<file path="config.mk">
export PLATFORM = sky130hd
export DESIGN_NAME = difftest_top
export DESIGN_NICKNAME = d
export VERILOG_FILES = /design/src/core_pkg.sv /design/src/trace_pkg.sv /design/src/commit_trace_stage.sv /design/src/difftest_top.sv /design/src/insn_shadow_pipe.sv /design/src/rob_alloc.sv /design/src/shadow_rob.sv /design/src/trace_ctrl_regs.sv
export SDC_FILE = /design/constraint.sdc
export NUM_CORES = 1
export LEC_CHECK = 0
export BUFFER_PORTS_ARGS = -buffer_cell sky130_fd_sc_hd__buf_2
export CAP_MARGIN = 25
export CORE_MARGIN = 5
export CORE_UTILIZATION = 38
export DETAILED_ROUTE_END_ITERATION = 10
export HOLD_SLACK_MARGIN = 0.02
export PLACE_DENSITY = 0.58
export SYNTH_ARGS = -nofsm -noshare
export SYNTH_HDL_FRONTEND = slang
export SYNTH_HIERARCHICAL = 1
export SYNTH_SLANG_ARGS = --single-unit
</file>
<file path="constraint.sdc">
create_clock -name clk -period 4.2 [get_ports clk]
set_input_delay 0.42 -clock clk [delete_from_list [all_inputs] [get_ports clk]]
set_output_delay 0.42 -clock clk [all_outputs]
set_load 0.01 [all_outputs]
</file>
<file path="src/core_pkg.sv">
package core_pkg;

   localparam int INSN_W = 32;
   localparam int PC_W = 30;
   localparam int LRF_AW = 5;
   localparam int DATA_W = 32;

   typedef logic [INSN_W-1:0] insn_t;

   // Sized for the largest configuration of 4 banks by 16 entries
   typedef struct packed {
      logic [1:0] bank;
      logic [3:0] id;
   } rob_slot_t;

   // Sampled in the fire cycle
   typedef struct packed {
      logic [PC_W-1:0] pc;
      logic            we;
   } commit_lane_t;

   // Presented one cycle after fire
   typedef struct packed {
      logic [LRF_AW-1:0] lrd;
      logic [DATA_W-1:0] lrd_dat;
   } commit_late_t;

endpackage

</file>
<file path="src/trace_pkg.sv">
package trace_pkg;

   localparam int NUM_IRQ = 8;
   localparam int CFG_DW = 32;

   // Enable bit within REG_CTRL
   localparam int CTRL_EN_BIT = 0;

   // Records per cycle, up to four commit lanes
   typedef logic [2:0] cnt_inc_t;

   typedef enum logic [0:0] {
      REG_CTRL  = 1'b0,
      REG_COUNT = 1'b1
   } reg_addr_e;

   typedef struct packed {
      logic                        valid;
      logic [core_pkg::PC_W-1:0]   pc;
      core_pkg::insn_t             insn;
      logic                        we;
      logic [core_pkg::LRF_AW-1:0] wnum;
      logic [core_pkg::DATA_W-1:0] wdata;
      logic [NUM_IRQ-1:0]          irq;
   } commit_rec_t;

endpackage

</file>
<file path="src/commit_trace_stage.sv">
module commit_trace_stage #(
   parameter  int P_COMMIT = 1,
   localparam int CW = 1 << P_COMMIT
)
(
   input  logic                                clk,
   input  logic                                rst_n,
   input  logic [CW-1:0]                       cmt_fire,
   input  core_pkg::commit_lane_t [CW-1:0]     cmt_lane,
   input  core_pkg::insn_t [CW-1:0]            cmt_ins,
   input  core_pkg::commit_late_t [CW-1:0]     cmt_late,
   input  logic [trace_pkg::NUM_IRQ-1:0]       irq_irr,
   input  logic                                trace_en,
   output trace_pkg::commit_rec_t [CW-1:0]     trace,
   output trace_pkg::cnt_inc_t                 commit_cnt_inc
);

   logic [CW-1:0]                  fire_q;
   logic [CW-1:0]                  we_q;
   logic [CW-1:0]                  rec_valid;
   logic [core_pkg::PC_W-1:0]      pc_q [CW];
   core_pkg::insn_t [CW-1:0]       insn_q;
   logic [trace_pkg::NUM_IRQ-1:0]  irq_q;

   always_ff @(posedge clk)
   begin
      if (!rst_n)
      begin
         fire_q <= '0;
         we_q <= '0;
      end
      else
      begin
         fire_q <= cmt_fire;
         for (int j = 0; j < CW; j++)
         begin
            we_q[j] <= cmt_fire[j] & cmt_lane[j].we;
         end
      end
   end

   always_ff @(posedge clk)
   begin
      for (int j = 0; j < CW; j++)
      begin
         pc_q[j] <= cmt_lane[j].pc;
      end
      insn_q <= cmt_ins;
      irq_q <= irq_irr;
   end

   assign rec_valid = fire_q & {CW{trace_en}};

   // Write address and data join from the late lane in the record cycle
   always_comb
   begin
      for (int j = 0; j < CW; j++)
      begin
         trace[j].valid = rec_valid[j];
         trace[j].pc = pc_q[j];
         trace[j].insn = insn_q[j];
         trace[j].we = we_q[j] & trace_en;
         trace[j].wnum = cmt_late[j].lrd;
         trace[j].wdata = cmt_late[j].lrd_dat;
         trace[j].irq = irq_q;
      end
   end

   assign commit_cnt_inc = trace_pkg::cnt_inc_t'($countones(rec_valid));

endmodule

</file>
<file path="src/difftest_top.sv">
module difftest_top #(
   parameter  int P_ISSUE = 1,
   parameter  int P_COMMIT = 1,
   parameter  int P_ROB_DEPTH = 2,
   localparam int IW = 1 << P_ISSUE,
   localparam int CW = 1 << P_COMMIT
)
(
   input  logic                              clk,
   input  logic                              rst_n,
   // Decode and rename
   input  core_pkg::insn_t [IW-1:0]          id_ins,
   input  logic                              id_p_ce,
   input  logic                              rn_p_ce,
   // ROB push
   input  logic [P_ISSUE:0]                  push_size,
   output logic                              rob_ready,
   // Commit
   input  logic [CW-1:0]                     cmt_fire,
   input  core_pkg::commit_lane_t [CW-1:0]   cmt_lane,
   input  core_pkg::commit_late_t [CW-1:0]   cmt_late,
   input  logic [trace_pkg::NUM_IRQ-1:0]     irq_irr,
   output logic [CW-1:0]                     head_valid,
   output trace_pkg::commit_rec_t [CW-1:0]   trace,
   // Configuration port
   input  logic                              cfg_we,
   input  trace_pkg::reg_addr_e              cfg_addr,
   input  logic [trace_pkg::CFG_DW-1:0]      cfg_wdata,
   output logic [trace_pkg::CFG_DW-1:0]      cfg_rdata
);

   core_pkg::insn_t [IW-1:0]       issue_ins;
   core_pkg::rob_slot_t [IW-1:0]   free_slot;
   core_pkg::rob_slot_t [CW-1:0]   head_slot;
   core_pkg::insn_t [CW-1:0]       cmt_ins;
   logic                           trace_en;
   trace_pkg::cnt_inc_t            commit_cnt_inc;

   insn_shadow_pipe #(
      .P_ISSUE     (P_ISSUE)
   ) i_insn_shadow_pipe (
      .clk         (clk),
      .id_ins      (id_ins),
      .id_p_ce     (id_p_ce),
      .rn_p_ce     (rn_p_ce),
      .issue_ins   (issue_ins)
   );

   rob_alloc #(
      .P_ISSUE     (P_ISSUE),
      .P_COMMIT    (P_COMMIT),
      .P_ROB_DEPTH (P_ROB_DEPTH)
   ) i_rob_alloc (
      .clk         (clk),
      .rst_n       (rst_n),
      .push_size   (push_size),
      .cmt_fire    (cmt_fire),
      .free_slot   (free_slot),
      .head_slot   (head_slot),
      .head_valid  (head_valid),
      .rob_ready   (rob_ready)
   );

   shadow_rob #(
      .P_ISSUE     (P_ISSUE),
      .P_COMMIT    (P_COMMIT),
      .P_ROB_DEPTH (P_ROB_DEPTH)
   ) i_shadow_rob (
      .clk         (clk),
      .issue_ins   (issue_ins),
      .push_size   (push_size),
      .free_slot   (free_slot),
      .head_slot   (head_slot),
      .cmt_ins     (cmt_ins)
   );

   commit_trace_stage #(
      .P_COMMIT        (P_COMMIT)
   ) i_commit_trace_stage (
      .clk             (clk),
      .rst_n           (rst_n),
      .cmt_fire        (cmt_fire),
      .cmt_lane        (cmt_lane),
      .cmt_ins         (cmt_ins),
      .cmt_late        (cmt_late),
      .irq_irr         (irq_irr),
      .trace_en        (trace_en),
      .trace           (trace),
      .commit_cnt_inc  (commit_cnt_inc)
   );

   trace_ctrl_regs i_trace_ctrl_regs (
      .clk             (clk),
      .rst_n           (rst_n),
      .cfg_we          (cfg_we),
      .cfg_addr        (cfg_addr),
      .cfg_wdata       (cfg_wdata),
      .cfg_rdata       (cfg_rdata),
      .commit_cnt_inc  (commit_cnt_inc),
      .trace_en        (trace_en)
   );

endmodule

</file>
<file path="src/insn_shadow_pipe.sv">
module insn_shadow_pipe #(
   parameter  int P_ISSUE = 1,
   localparam int IW = 1 << P_ISSUE
)
(
   input  logic                       clk,
   input  core_pkg::insn_t [IW-1:0]   id_ins,
   input  logic                       id_p_ce,
   input  logic                       rn_p_ce,
   output core_pkg::insn_t [IW-1:0]   issue_ins
);

   core_pkg::insn_t [IW-1:0] rn_ins;

   // Decode to rename
   always_ff @(posedge clk)
   begin
      if (id_p_ce)
      begin
         rn_ins <= id_ins;
      end
   end

   // Rename to issue
   always_ff @(posedge clk)
   begin
      if (rn_p_ce)
      begin
         issue_ins <= rn_ins;
      end
   end

endmodule

</file>
<file path="src/rob_alloc.sv">
module rob_alloc #(
   parameter  int P_ISSUE = 1,
   parameter  int P_COMMIT = 1,
   parameter  int P_ROB_DEPTH = 2,
   localparam int IW = 1 << P_ISSUE,
   localparam int CW = 1 << P_COMMIT,
   localparam int DEPTH = 1 << P_ROB_DEPTH
)
(
   input  logic                           clk,
   input  logic                           rst_n,
   input  logic [P_ISSUE:0]               push_size,
   input  logic [CW-1:0]                  cmt_fire,
   output core_pkg::rob_slot_t [IW-1:0]   free_slot,
   output core_pkg::rob_slot_t [CW-1:0]   head_slot,
   output logic [CW-1:0]                  head_valid,
   output logic                           rob_ready
);

   typedef logic [P_COMMIT-1:0]    bank_t;
   typedef logic [P_ROB_DEPTH-1:0] idx_t;
   typedef logic [P_ROB_DEPTH:0]   cnt_t;

   bank_t tail_bank;
   bank_t head_bank;
   idx_t  wptr [CW];
   idx_t  rptr [CW];
   cnt_t  cnt [CW];

   // Lanes that map to each bank, for a full push and for this push
   int    need [CW];
   int    push_cnt [CW];
   logic [CW-1:0] pop_bank;

   always_comb
   begin
      bank_t b;
      for (int k = 0; k < CW; k++)
      begin
         need[k] = 0;
         push_cnt[k] = 0;
      end
      for (int i = 0; i < IW; i++)
      begin
         b = tail_bank + bank_t'(i);
         free_slot[i] = '0;
         free_slot[i].bank[P_COMMIT-1:0] = b;
         // Second lane into the same bank takes the next index
         free_slot[i].id[P_ROB_DEPTH-1:0] = wptr[b] + idx_t'(need[b]);
         need[b] = need[b] + 1;
         if (i < int'(push_size))
         begin
            push_cnt[b] = push_cnt[b] + 1;
         end
      end
   end

   always_comb
   begin
      bank_t b;
      pop_bank = '0;
      rob_ready = 1'b1;
      for (int j = 0; j < CW; j++)
      begin
         b = head_bank + bank_t'(j);
         head_slot[j] = '0;
         head_slot[j].bank[P_COMMIT-1:0] = b;
         head_slot[j].id[P_ROB_DEPTH-1:0] = rptr[b];
         head_valid[j] = (cnt[b] != '0);
         if (cmt_fire[j])
         begin
            pop_bank[b] = 1'b1;
         end
         if (DEPTH - int'(cnt[j]) < need[j])
         begin
            rob_ready = 1'b0;
         end
      end
   end

   always_ff @(posedge clk)
   begin
      if (!rst_n)
      begin
         tail_bank <= '0;
         head_bank <= '0;
         for (int k = 0; k < CW; k++)
         begin
            wptr[k] <= '0;
            rptr[k] <= '0;
            cnt[k] <= '0;
         end
      end
      else
      begin
         tail_bank <= tail_bank + bank_t'(push_size);
         head_bank <= head_bank + bank_t'($countones(cmt_fire));
         for (int k = 0; k < CW; k++)
         begin
            wptr[k] <= wptr[k] + idx_t'(push_cnt[k]);
            rptr[k] <= rptr[k] + idx_t'(pop_bank[k]);
            cnt[k] <= cnt[k] + cnt_t'(push_cnt[k]) - cnt_t'(pop_bank[k]);
         end
      end
   end

endmodule

</file>
<file path="src/shadow_rob.sv">
module shadow_rob #(
   parameter  int P_ISSUE = 1,
   parameter  int P_COMMIT = 1,
   parameter  int P_ROB_DEPTH = 2,
   localparam int IW = 1 << P_ISSUE,
   localparam int CW = 1 << P_COMMIT,
   localparam int DEPTH = 1 << P_ROB_DEPTH
)
(
   input  logic                           clk,
   input  core_pkg::insn_t [IW-1:0]       issue_ins,
   input  logic [P_ISSUE:0]               push_size,
   input  core_pkg::rob_slot_t [IW-1:0]   free_slot,
   input  core_pkg::rob_slot_t [CW-1:0]   head_slot,
   output core_pkg::insn_t [CW-1:0]       cmt_ins
);

   core_pkg::insn_t mem [CW][DEPTH];

   // Only the lanes below push_size carry a real instruction
   always_ff @(posedge clk)
   begin
      for (int i = 0; i < IW; i++)
      begin
         if (i < int'(push_size))
         begin
            mem[free_slot[i].bank[P_COMMIT-1:0]][free_slot[i].id[P_ROB_DEPTH-1:0]]
               <= issue_ins[i];
         end
      end
   end

   always_comb
   begin
      for (int j = 0; j < CW; j++)
      begin
         cmt_ins[j] = mem[head_slot[j].bank[P_COMMIT-1:0]][head_slot[j].id[P_ROB_DEPTH-1:0]];
      end
   end

endmodule

</file>
<file path="src/trace_ctrl_regs.sv">
module trace_ctrl_regs
(
   input  logic                         clk,
   input  logic                         rst_n,
   input  logic                         cfg_we,
   input  trace_pkg::reg_addr_e         cfg_addr,
   input  logic [trace_pkg::CFG_DW-1:0] cfg_wdata,
   output logic [trace_pkg::CFG_DW-1:0] cfg_rdata,
   input  trace_pkg::cnt_inc_t          commit_cnt_inc,
   output logic                         trace_en
);

   logic [trace_pkg::CFG_DW-1:0] commit_cnt;

   always_ff @(posedge clk)
   begin
      if (!rst_n)
      begin
         trace_en <= 1'b1;
         commit_cnt <= '0;
      end
      else
      begin
         if (cfg_we && cfg_addr == trace_pkg::REG_CTRL)
         begin
            trace_en <= cfg_wdata[trace_pkg::CTRL_EN_BIT];
         end
         // A write to REG_COUNT clears the counter
         if (cfg_we && cfg_addr == trace_pkg::REG_COUNT)
         begin
            commit_cnt <= '0;
         end
         else
         begin
            commit_cnt <= commit_cnt + trace_pkg::CFG_DW'(commit_cnt_inc);
         end
      end
   end

   always_comb
   begin
      cfg_rdata = '0;
      case (cfg_addr)
         trace_pkg::REG_CTRL:
         begin
            cfg_rdata[trace_pkg::CTRL_EN_BIT] = trace_en;
         end
         trace_pkg::REG_COUNT:
         begin
            cfg_rdata = commit_cnt;
         end
      endcase
   end

endmodule

</file>
==> run summary <==
Clock-pin slew was measured on the worst setup and hold paths at 0.05 ns. The logs give 65700 µm² for the area of the core and 38.6 mm for the half-perimeter wire length after detailed placement. Derived from the worst setup path, the maximum achievable clock frequency is 352 MHz. The biggest fanout along the worst timing path is 8. The final max-slew violation count was 0; the ratio of cells with drive above 1 in the final layout was 45.0%. For this run, the detailed router's first-pass iteration total came to 4.

In the final design database the tool counted 2128 nets. The total overflow left after global routing is 0. The floorplan step set the die height to 268 µm. The via count of the first global-routing pass was 15700; the pin count of the biggest net entering global routing was 65. After detailed routing, the number of remaining DRC violations is 0. The run gives 95.6 mm as the first-pass GRT wire length. The required time reported for the critical path endpoint came out at 4.72 ns.

The tools report the kind of end point of the critical path as a flip-flop. The logs give 0 for the total setup buffers inserted after CTS and 0 for the number of setup violations in the final report. The detailed router placed 14400 vias in this run. The source-to-sink clock delay at the later pin of the worst-skew pair is 0.60 ns. The via count normalized by instance count came out at 5.17. The worst path uses 67.6% of the clock period. The count of nets left with antenna violations once routing finished came out at 0. The congestion estimate from routability-driven global placement came to 0.742. In the global route stage, overall resource usage came out at 17.6%. CTS placed an instance of sky130_fd_sc_hd__clkbuf_16 at the clock tree root.

The design draws 15.7 mW. The initial detailed-routing violation count is 642, and the number of filler instances in the final layout is 5551. Synthesis-to-finish area growth: 22.3%.

The flow ran to the end, and the final reports show no timing, DRC or antenna violations. Counting along the longest clock path gives a buffer depth of 3. For this block, the routed nets add up to 64.4 mm of wire. The routed wirelength normalized by instance count works out to 23.2 µm. TritonCTS built the clock tree. The relative slew slack is 31.4%. The repair_antennas step left the layout with diodes totalling 0. Once the clock tree was built, the resizer swapped 0 gates to a different size. After clock tree synthesis, the flow added hold-fix buffers numbering 131. Port buffering added 323 buffers.

The max-cap check violation count was 0; the die boundary width was 268 µm. After floorplanning, the core was divided into 94 placement rows. For the summed negative setup slack over all endpoints, the log shows 0 ns. The tools report the number of antenna violations at the first check in global routing as 0. The initial utilization of the core area, before any placement, comes to 38.4%. The tools report the die footprint as 71600 µm².

The pin slew with the least headroom to its limit works out to 1.03 ns. On the final layout, the worst clock skew is 0.0216 ns. In this run the power density over the cells is 509 nW/µm².

The post-route minimum period is 2.84 ns, and the cell area after synthesis is 25200 µm². The average footprint of a synthesized cell came out at 17.3 µm². 503 I/O pins were placed. The tools report the number of clock buffers inserted by TritonCTS as 67.

Setup repair after global routing left no endpoint under its margin. For the synthesis warning total, the log shows 6. The final-report hold violation count was 0; the cell leakage power was 11.4 nW. The worst hold-check path type was in2reg. The worst-case IR drop observed on VDD is 0.000316 V.

The critical path class was reg2reg. In the synthesized netlist, the number of instances is 1462. The worst setup path is launched from a flip-flop. The tree built by TritonCTS fans out to 571 sinks.

The H-tree was split into 3 levels. For the worst endpoint data arrival time, the log shows 3.36 ns.
-- placed cells by master, fill, tap and decap left out, types with 5 or more instances in the layout --
| master | instances |
|---|---|
| sky130_fd_sc_hd__buf_2 | 321 |
| sky130_fd_sc_hd__mux4_2 | 48 |
| sky130_fd_sc_hd__or3_1 | 6 |
| sky130_fd_sc_hd__nor2b_1 | 6 |
| sky130_fd_sc_hd__o31ai_1 | 10 |
| sky130_fd_sc_hd__clkinv_2 | 8 |
| sky130_fd_sc_hd__dlygate4sd3_1 | 131 |
| sky130_fd_sc_hd__edfxtp_1 | 384 |
| sky130_fd_sc_hd__mux4_1 | 80 |
| sky130_fd_sc_hd__ha_1 | 14 |
| sky130_fd_sc_hd__dfxtp_1 | 186 |
| sky130_fd_sc_hd__or4_1 | 10 |
| sky130_fd_sc_hd__buf_4 | 33 |
| sky130_fd_sc_hd__inv_1 | 20 |
| sky130_fd_sc_hd__o21ai_0 | 9 |
| sky130_fd_sc_hd__clkbuf_1 | 18 |
| sky130_fd_sc_hd__nor2_1 | 10 |
| sky130_fd_sc_hd__clkbuf_8 | 9 |
| sky130_fd_sc_hd__mux2_2 | 326 |
| sky130_fd_sc_hd__nand2_1 | 16 |
| sky130_fd_sc_hd__a21oi_1 | 22 |
| sky130_fd_sc_hd__xor2_1 | 8 |
| sky130_fd_sc_hd__nand3_1 | 9 |
| sky130_fd_sc_hd__and2_1 | 52 |
| sky130_fd_sc_hd__xnor2_1 | 5 |
| sky130_fd_sc_hd__clkbuf_16 | 69 |
-- critical path, cell delays in order (launching register included) --
cell	delay [ns]
sky130_fd_sc_hd__dfxtp_1	0.35
sky130_fd_sc_hd__and2_1	0.17
sky130_fd_sc_hd__ha_1	0.28
sky130_fd_sc_hd__ha_1	0.18
sky130_fd_sc_hd__inv_1	0.06
sky130_fd_sc_hd__fa_1	0.37
sky130_fd_sc_hd__and2b_1	0.38
sky130_fd_sc_hd__o2111ai_1	0.33
sky130_fd_sc_hd__or4_1	0.50
sky130_fd_sc_hd__a21oi_1	0.14
-- final cells by class --
class	count	area, µm²	share of cell area [%]
Sequential cell	571	15300	49.5
Tap cell	864	1080	3.50
Inverter	21	81.3	0.264
Timing Repair Buffer	492	3330	10.8
Clock inverter	26	279	0.904
Clock buffer	96	1920	6.22
Multi-Input combinational cell	708	8890	28.8
-- through the flow --
stage | instance area (µm²) | utilization (%) | setup WS [ns] | instances | hold slack (ns)
6_report | 30900 | 46.9 | 1.36 | 2778 | 0.0660
5_1_grt | 30900 | 46.9 | 1.14 | 2778 | 0.0600
4_1_cts | 30800 | 46.9 | 1.31 | 2777 | 0.0293
3_5_place_dp | 27300 | 41.6 | 1.33 | 2524 | 0.405
3_3_place_gp | 27200 | 41.4 | 1.39 | 2521 | 0.403
2_1_floorplan | 25200 | - | 0.618 | 1463 | 0.400
-- layer usage --
metal  part of all wire (%)  GRT usage (%)  up-vias
met4                    2.5           4.68        0
li1                       -              -     6511
met1                     41           21.8     7283
met2                     51           31.0      457
met3                    5.5           4.29      108
met5                      0              0        -
-- where the power goes --
| part | internal [mW] | switching, mW | total, mW |
|---|---|---|---|
| Combinational | 1.44 | 1.38 | 2.82 |
| Sequential | 6.77 | 0.353 | 7.13 |
| Clock | 3.44 | 2.31 | 5.75 |
-- flip-flops by register name (all words and copies together) (netlist names), named ones only --
register and cells:
i_commit_trace_stage/fire_q 2, i_commit_trace_stage/irq_q 8, i_commit_trace_stage/pc_q 60, i_commit_trace_stage/trace 64, i_commit_trace_stage/we_q 2, i_insn_shadow_pipe/issue_ins 64, i_insn_shadow_pipe/rn_ins 64, i_rob_alloc/cnt 6
i_rob_alloc/head_bank 1, i_rob_alloc/rptr 4, i_rob_alloc/tail_bank 1, i_rob_alloc/wptr 4, i_shadow_rob/mem 256, i_trace_ctrl_regs/commit_cnt 32, i_trace_ctrl_regs/trace_en 1
-- worst paths after layout --
kind	startpoint	end	slack, ns	depth (start not counted)
setup / recovery	i_trace_ctrl_regs/trace_en$_SDFFE_PN1P_	i_trace_ctrl_regs/commit_cnt[30]$_SDFF_PP0_	1.36	9
setup reg to reg	i_trace_ctrl_regs/trace_en$_SDFFE_PN1P_	i_trace_ctrl_regs/commit_cnt[30]$_SDFF_PP0_	1.36	9
hold reg to reg	i_insn_shadow_pipe/rn_ins[9]$_DFFE_PP_	i_insn_shadow_pipe/issue_ins[9]$_DFFE_PP_	0.41	0
hold / removal	id_ins[33]	i_insn_shadow_pipe/rn_ins[33]$_DFFE_PP_	0.07	1
(Power assumes the default switching activity.)
